File: src/busMachine_config.svh
`ifndef BUS_MACHINE_CONFIG_SVH
`define BUS_MACHINE_CONFIG_SVH

// number of general registers, 2 to 4
// register fields in the microword are 2 bits wide
`define REG_COUNT 4

// data word width
`define WORD_WIDTH 8

`endif

File: src/busMachinePkg.sv
package busMachinePkg;

  // alu operation codes, as carried in the transfer form
  typedef enum logic [2:0] {
    ADD   = 3'd0,
    SUB   = 3'd1,
    AND   = 3'd2,
    OR    = 3'd3,
    XOR   = 3'd4,
    PASSB = 3'd5,
    SHL   = 3'd6,
    NOTA  = 3'd7
  } aluOp;

  // register transfer microinstruction, format bit 0
  // source 0-3 register, 4 alu, 5 immediate (zero here), 6-7 nothing
  typedef struct packed {
    logic       formatBit;
    logic [2:0] aluOp;
    logic [2:0] source;
    logic [1:0] dest;
    logic       writeEnable;
    logic       incrementDest;
    logic       clearDest;
    logic [1:0] aluB;
    logic [1:0] spare;
  } transferForm;

  // load immediate microinstruction, format bit 1
  typedef struct packed {
    logic       formatBit;
    logic [4:0] spare;
    logic [1:0] dest;
    logic [7:0] immediate;
  } immediateForm;

  // one 16-bit word, two decodings picked by the top bit
  typedef union packed {
    transferForm  transfer;
    immediateForm immediateLoad;
  } microWord;

  // per-register strobes
  typedef struct packed {
    logic load;
    logic increment;
    logic clear;
  } regControl;

  // status kept after alu writes
  typedef struct packed {
    logic zero;
    logic carry;
  } aluFlags;

endpackage

File: src/internalBus.sv
// one-hot selected bus, input 0 when nothing is selected
module internalBus #(
  parameter int INPUT_COUNT = 2,
  parameter int WIDTH       = 8
) (
  input  logic [INPUT_COUNT-1:0]       busSelect,
  input  logic [WIDTH*INPUT_COUNT-1:0] busInputs,
  output logic [WIDTH-1:0]             busOutput
);

  // encoded select width, at least one bit
  localparam int SELECT_WIDTH = (INPUT_COUNT > 1) ? $clog2(INPUT_COUNT) : 1;

  logic [SELECT_WIDTH-1:0] selectIndex;
  logic [WIDTH-1:0]        inputWords [INPUT_COUNT];

  // one-hot to index over every input position
  always_comb begin
    selectIndex = '0;
    for (int i = 0; i < INPUT_COUNT; i++) begin
      if (busSelect[i]) begin
        selectIndex = i[SELECT_WIDTH-1:0];
      end
    end
  end

  // split the packed inputs into words
  for (genvar i = 0; i < INPUT_COUNT; i++) begin : gUnpack
    assign inputWords[i] = busInputs[WIDTH*i +: WIDTH];
  end

  assign busOutput = inputWords[selectIndex];

  // more than one driver would be a decode fault upstream
  always_comb begin
    assert ($onehot0(busSelect)) else $error("internalBus: busSelect not one-hot");
  end

endmodule

File: src/dataRegister.sv
`include "busMachine_config.svh"

module dataRegister (
  input  logic                     clk,
  input  logic                     reset,
  input  busMachinePkg::regControl control,
  input  logic [`WORD_WIDTH-1:0]   loadData,
  output logic [`WORD_WIDTH-1:0]   value
);

  // clear, then load, then increment
  always_ff @(posedge clk) begin
    if (reset) begin
      value <= '0;
    end else if (control.clear) begin
      value <= '0;
    end else if (control.load) begin
      // bus value
      value <= loadData;
    end else if (control.increment) begin
      // wraps at the top
      value <= value + 1'b1;
    end
  end

  // decoder drops increment whenever it writes back
  assert property (@(posedge clk) disable iff (reset)
    !(control.load && control.increment))
    else $error("dataRegister: load and increment together");

endmodule

File: src/aluUnit.sv
`include "busMachine_config.svh"

module aluUnit (
  input  logic                   clk,
  input  logic                   reset,
  input  busMachinePkg::aluOp    operation,
  input  logic [`WORD_WIDTH-1:0] operandA,
  input  logic [`WORD_WIDTH-1:0] operandB,
  input  logic                   flagUpdate,
  output logic [`WORD_WIDTH-1:0] result,
  output busMachinePkg::aluFlags flags
);

  // extra top bit holds carry, borrow or shifted-out bit
  logic [`WORD_WIDTH:0] wideResult;

  always_comb begin
    wideResult = '0;
    case (operation)
      busMachinePkg::ADD:   wideResult = {1'b0, operandA} + {1'b0, operandB};
      // top bit set when a is below b
      busMachinePkg::SUB:   wideResult = {1'b0, operandA} - {1'b0, operandB};
      busMachinePkg::AND:   wideResult = {1'b0, operandA & operandB};
      busMachinePkg::OR:    wideResult = {1'b0, operandA | operandB};
      busMachinePkg::XOR:   wideResult = {1'b0, operandA ^ operandB};
      busMachinePkg::PASSB: wideResult = {1'b0, operandB};
      // accumulator msb lands in the carry position
      busMachinePkg::SHL:   wideResult = {operandA, 1'b0};
      busMachinePkg::NOTA:  wideResult = {1'b0, ~operandA};
      default:              wideResult = '0;
    endcase
  end

  // result goes straight to the bus
  assign result = wideResult[`WORD_WIDTH-1:0];

  // flags only on a written alu result
  always_ff @(posedge clk) begin
    if (reset) begin
      flags <= '0;
    end else if (flagUpdate) begin
      flags.zero  <= (result == '0);
      flags.carry <= wideResult[`WORD_WIDTH];
    end
  end

endmodule

File: src/microDecoder.sv
`include "busMachine_config.svh"

module microDecoder (
  input  logic                                         microValid,
  input  busMachinePkg::microWord                      microIn,
  output logic [`REG_COUNT+1:0]                        busSelect,
  output busMachinePkg::regControl [`REG_COUNT-1:0]    regControls,
  output busMachinePkg::aluOp                          aluOperation,
  output logic [1:0]                                   aluBSelect,
  output logic [`WORD_WIDTH-1:0]                       immediateValue,
  output logic                                         flagUpdate
);

  // bus slots after the registers
  localparam int ALU_INDEX = `REG_COUNT;
  localparam int IMM_INDEX = `REG_COUNT + 1;

  logic       isImmediate;
  logic [2:0] source;
  logic [1:0] dest;
  logic       sourceValid;
  logic       writeBack;

  // bus source and destination
  always_comb begin
    // format bit sits at the top in both forms
    isImmediate = microIn.transfer.formatBit;
    source      = microIn.transfer.source;
    dest        = isImmediate ? microIn.immediateLoad.dest : microIn.transfer.dest;
    busSelect   = '0;
    if (microValid) begin
      if (isImmediate) begin
        busSelect[IMM_INDEX] = 1'b1;
      end else if (source == 3'd4) begin
        busSelect[ALU_INDEX] = 1'b1;
      end else if (source == 3'd5) begin
        busSelect[IMM_INDEX] = 1'b1;
      end else if (int'(source) < `REG_COUNT) begin
        busSelect[source[1:0]] = 1'b1;
      end
      // 6 and 7 leave the bus unselected
    end
    sourceValid = |busSelect;
    // immediate form always writes
    writeBack   = sourceValid && (isImmediate || microIn.transfer.writeEnable);
  end

  // strobes only for the destination register
  always_comb begin
    regControls = '0;
    for (int i = 0; i < `REG_COUNT; i++) begin
      if (sourceValid && int'(dest) == i) begin
        regControls[i].load      = writeBack;
        // a write takes the place of an increment
        regControls[i].increment = !isImmediate && microIn.transfer.incrementDest && !writeBack;
        regControls[i].clear     = !isImmediate && microIn.transfer.clearDest;
      end
    end
  end

  // immediate byte is zero in transfer form
  assign immediateValue = isImmediate ? microIn.immediateLoad.immediate : '0;
  assign aluOperation   = busMachinePkg::aluOp'(microIn.transfer.aluOp);
  assign aluBSelect     = microIn.transfer.aluB;
  // flags follow only alu results that get written back
  assign flagUpdate     = microValid && !isImmediate && source == 3'd4 &&
                          microIn.transfer.writeEnable;

endmodule

File: src/busMachine.sv
`include "busMachine_config.svh"

module busMachine (
  input  logic                     clk,
  input  logic                     reset,
  input  logic                     microValid,
  input  busMachinePkg::microWord  microIn,
  output logic [`WORD_WIDTH-1:0]   busValue,
  output busMachinePkg::aluFlags   flags
);

  // registers, then alu, then immediate
  localparam int BUS_INPUTS = `REG_COUNT + 2;

  busMachinePkg::regControl [`REG_COUNT-1:0] regControls;
  logic [BUS_INPUTS-1:0]                     busSelect;
  busMachinePkg::aluOp                       aluOperation;
  logic [1:0]                                aluBSelect;
  logic [`WORD_WIDTH-1:0]                    immediateValue;
  logic                                      flagUpdate;
  logic [`WORD_WIDTH-1:0]                    aluResult;
  logic [`WORD_WIDTH-1:0]                    operandB;
  logic [`WORD_WIDTH-1:0]                    regValues [`REG_COUNT];
  logic [`WORD_WIDTH*BUS_INPUTS-1:0]         busInputs;

  microDecoder microDecoder_i (
    .microValid     (microValid),
    .microIn        (microIn),
    .busSelect      (busSelect),
    .regControls    (regControls),
    .aluOperation   (aluOperation),
    .aluBSelect     (aluBSelect),
    .immediateValue (immediateValue),
    .flagUpdate     (flagUpdate)
  );

  // general registers, all loaded from the bus
  for (genvar i = 0; i < `REG_COUNT; i++) begin : gRegs
    dataRegister dataRegister_i (
      .clk      (clk),
      .reset    (reset),
      .control  (regControls[i]),
      .loadData (busValue),
      .value    (regValues[i])
    );
  end

  // operand b, zero for a register that does not exist
  always_comb begin
    operandB = '0;
    if (int'(aluBSelect) < `REG_COUNT) begin
      operandB = regValues[aluBSelect];
    end
  end

  // operand a is always the accumulator
  aluUnit aluUnit_i (
    .clk        (clk),
    .reset      (reset),
    .operation  (aluOperation),
    .operandA   (regValues[0]),
    .operandB   (operandB),
    .flagUpdate (flagUpdate),
    .result     (aluResult),
    .flags      (flags)
  );

  // pack bus sources in select order
  always_comb begin
    for (int i = 0; i < `REG_COUNT; i++) begin
      busInputs[`WORD_WIDTH*i +: `WORD_WIDTH] = regValues[i];
    end
    busInputs[`WORD_WIDTH*`REG_COUNT +: `WORD_WIDTH]     = aluResult;
    busInputs[`WORD_WIDTH*(`REG_COUNT+1) +: `WORD_WIDTH] = immediateValue;
  end

  internalBus #(
    .INPUT_COUNT (BUS_INPUTS),
    .WIDTH       (`WORD_WIDTH)
  ) internalBus_i (
    .busSelect (busSelect),
    .busInputs (busInputs),
    .busOutput (busValue)
  );

endmodule

File: config.mk
export PLATFORM = sky130hd
export DESIGN_NAME = busMachine
export DESIGN_NICKNAME = d
export VERILOG_FILES = /design/src/busMachinePkg.sv /design/src/internalBus.sv /design/src/dataRegister.sv /design/src/aluUnit.sv /design/src/microDecoder.sv /design/src/busMachine.sv
export VERILOG_INCLUDE_DIRS = /design/src
export SDC_FILE = /design/constraint.sdc
export NUM_CORES = 1
export LEC_CHECK = 0
export BUFFER_PORTS_ARGS = -buffer_cell sky130_fd_sc_hd__buf_2
export CORE_AREA = 10 10 94 137
export CTS_BUF_LIST = sky130_fd_sc_hd__clkbuf_8
export CTS_CLUSTER_DIAMETER = 200
export DETAILED_ROUTE_END_ITERATION = 7
export DIE_AREA = 0 0 104 147
export PLACE_DENSITY = 0.6
export SLEW_MARGIN = 20
export SYNTH_ARGS = -nofsm -noshare
export SYNTH_HDL_FRONTEND = slang
export SYNTH_SLANG_ARGS = --single-unit
File: constraint.sdc
create_clock -name clk -period 4.2 [get_ports clk]
set_input_delay 0.42 -clock clk [delete_from_list [all_inputs] [get_ports clk]]
set_output_delay 0.42 -clock clk [all_outputs]
set_load 0.05 [all_outputs]
==> results.json <==
{
  "synthCells": 544,
  "max_cap_viol_count": 0,
  "grt_pass1_wl_mm": 24.9,
  "arrival_ns": 3.63,
  "yosysSeqAreaShare_pct": 16.8,
  "netlist_top_cells_area": "dfxtp_1 (17%), ha_1 (8.9%), o21ai_0 (6.4%)",
  "vias": 4581,
  "synth-edff-count": 0,
  "synth_top_area_share_pct": 16.8,
  "worst_setup_path_start_kind": "flop",
  "slew_violations": 0,
  "path_max_fanout": 5,
  "async_flop_share_pct": 0,
  "yosysWarnings": 0,
  "clock_power_share_pct": 29.5,
  "post-route-min-period_ns": 4.05,
  "overflow": 0,
  "wl_mm": 15.7,
  "die_x_um": 104,
  "cts-htree-levels": 2,
  "critPathTopFamily": "compound AO/OA/AOI/OAI gates",
  "grt_max_degree": 40,
  "critical_path.max_stage_delay_ns": 0.49,
  "antenna_found_initial": 1,
  "power_frac_seq_pct": 31.2,
  "wl_per_cell_um": 21.7,
  "crit_slowest_cell": "mux4_2",
  "critPathCaptureType": "output pin",
  "slew_headroom_pct": 44.4,
  "synth-seq-cells": 34,
  "core-area_um2": 10500,
  "first_iter_violations": 384,
  "num_rows": 46,
  "fmax_mhz": 247,
  "p_leak_nw": 1.87,
  "tns_ns": 0,
  "fin_crit_sh_pct": 96.4,
  "syn_avg_cell_area_um2": 7.46,
  "netlist_area_um2": 4060,
  "dr.pass1.iters": 6,
  "crit_required_ns": 3.78,
  "crit_chain": "mux4_2 -> inv_1 -> ha_1 -> nor2b_4 -> a21boi_0 -> xnor2_1 -> ha_1 -> a21o_1 -> a21o_1 -> nor4b_2 -> nor3_2 -> a221oi_2 -> nor2_1 -> buf_4",
  "die_area_um2": 15300,
  "power_density_nw_per_um2": 235,
  "io-pin-count": 29,
  "final_antenna_net_count": 0,
  "cts_tree": "built",
  "cts.sinks": 34,
  "tightest_slew_ns": 0.831,
  "grt_usage_pct": 20.0,
  "whs_ns": 0.502,
  "finalNetCount": 627,
  "dpl_worst_slack_ns": 0.0493,
  "p_switching_mw": 0.418,
  "worst_ir_drop_vdd_mv": 0.271,
  "clockBufferDepth": 2,
  "p_int_mw": 0.680,
  "die_y_um": 147,
  "setup_violations": 0,
  "yosys.area.top_type": "dfxtp_1",
  "cts_root_buf": "clkbuf_8",
  "cp.buffers_inverters": 2,
  "via_per_inst": 6.34,
  "synth_cell_types": 73,
  "grt_pass1_vias": 4618,
  "min_path_type": "flop to flop",
  "status": "completed",
  "combPwrFrac_pct": 39.4,
  "setup_slack_ns": 0.151,
  "synth-main-ff-cell": "dfxtp_1",
  "numCtsBuffers": 5,
  "portBuffers": 28,
  "worst_clock_skew_ns": 0.0124,
  "clk-insertion-delay-late_ns": 0.30,
  "path_clk_slew_ns": 0.08,
  "syn_nets": 593,
  "syn2layout_area_growth_pct": 14.9,
  "critical_path_class": "flop to output pin",
  "drive_gt1_share_pct": 18.2,
  "drc_errors": 0,
  "gp_congestion": 0.998,
  "initial_core_util_pct": 38.8,
  "p_sw_share_pct": 38.0,
  "hold_viol": 0,
  "post-dp-hpwl_mm": 12.4
}
## kinds of logic after synthesis
kind of cell / count (synthesis) / share of synthesized area [%]
AO/OA/AOI/OAI: 207 / 33.7
AND/OR/NAND/NOR: 180 / 23.0
buffers and inverters: 61 / 6.32
multiplexers: 20 / 8.17
flip-flops: 34 / 16.8
adder cells (fa/ha/maj): 30 / 9.43
XOR/XNOR: 12 / 2.59
## worst register-to-register path, stage by stage (launching register included)
cell,delay (ns)
dfxtp_1,0.37
mux4_2,0.50
inv_1,0.11
ha_1,0.19
nor2b_4,0.17
a21boi_0,0.11
xnor2_1,0.14
ha_1,0.31
a21o_1,0.20
a21o_1,0.22
a221oi_2,0.29
xnor2_1,0.15
o21ai_1,0.12
buf_4,0.16
o22ai_1,0.37
o221a_2,0.28
## power groups by stage
stage,clock network [mW],registers (mW),logic [mW]
2_1_floorplan,0,0.349,0.277
3_3_place_gp,0,0.349,0.402
3_5_place_dp,0,0.349,0.407
4_1_cts,0.322,0.341,0.410
5_1_grt,0.335,0.343,0.464
6_report,0.323,0.342,0.432
## per-layer routing
layer  GRT usage, %  part of all wire, %  wire length (um)
met5              0                    0                 0
met1           20.1                   35              5510
met4           13.8                  7.4              1160
met2           37.2                   52              8150
met3           2.50                  5.6               874
## state kept, by name, summed over array words and instances (netlist names)
name / cells
gRegs.dataRegister_i.value: 32
aluUnit_i.flags: 2
## synthesized netlist by cell type, drive strengths merged, types with 13 or more instances
cell type	n
nand3	13
a21oi	43
and3	15
clkbuf	19
inv	29
nand2	44
buf	13
o21ai	61
ha	29
dfxtp	34
nor2	37
## through the flow
stage | util (%) | instances | cell area, um2 | total power [mW]
5_1_grt | 44.5 | 722 | 4660 | 1.14
6_report | 44.5 | 723 | 4670 | 1.10
3_5_place_dp | 42.7 | 714 | 4480 | 0.756
3_3_place_gp | 42.7 | 714 | 4480 | 0.751
2_1_floorplan | - | 544 | 4060 | 0.626
4_1_cts | 43.8 | 721 | 4590 | 1.07
## cells in the final DEF (no fill, tap or decap), types with 7 or more instances in the layout
| cell | netlist | layout |
|---|---|---|
| a21o_1 | 8 | 8 |
| xnor2_1 | 9 | 9 |
| nand2b_1 | 12 | 12 |
| nor2_1 | 37 | 37 |
| nand2_1 | 44 | 44 |
| o21ai_1 | 6 | 8 |
| nand3_1 | 13 | 13 |
| o22ai_1 | 7 | 7 |
| ha_1 | 29 | 29 |
| buf_4 | 0 | 32 |
| nand4_1 | 10 | 10 |
| o211ai_1 | 12 | 12 |
| inv_1 | 29 | 29 |
| dfxtp_1 | 34 | 34 |
| o21ai_0 | 52 | 49 |
| a22oi_1 | 7 | 7 |
| mux4_2 | 9 | 9 |
| buf_2 | 10 | 26 |
| mux2i_1 | 8 | 8 |
| a21oi_1 | 43 | 42 |
| a31oi_1 | 10 | 10 |
| and3_1 | 15 | 15 |
## layout make-up
class,count,area [um2]
Tap cell,144,180
Clock buffer,6,82.6
Clock inverter,1,30.0
Inverter,29,109
Timing Repair Buffer,59,382
Sequential cell,34,681
Fill cell,1114,5810
Multi-Input combinational cell,449,3200
Antenna cell,1,2.50
## path summary, 6_finish.rpt
path,startpoint,endpoint,slack [ns],cells after the start
worst max register to register,gRegs[1].dataRegister_i.value[1],gRegs[2].dataRegister_i.value[7],0.50,15
worst min register to register,aluUnit_i.flags[1],aluUnit_i.flags[1],0.50,2
worst min-delay path,aluUnit_i.flags[1],aluUnit_i.flags[1],0.50,2
worst max-delay path,gRegs[1].dataRegister_i.value[1],busValue[6],0.15,14
## what timing repair did
action / in CTS / in global routing
hold buffers: 0 / 0
setup buffers: 0 / 1
pin swaps: 0 / 1
setup endpoints to repair: 1 / 5
resized for setup: 1 / 16
Power figures use the tool's default switching activity.
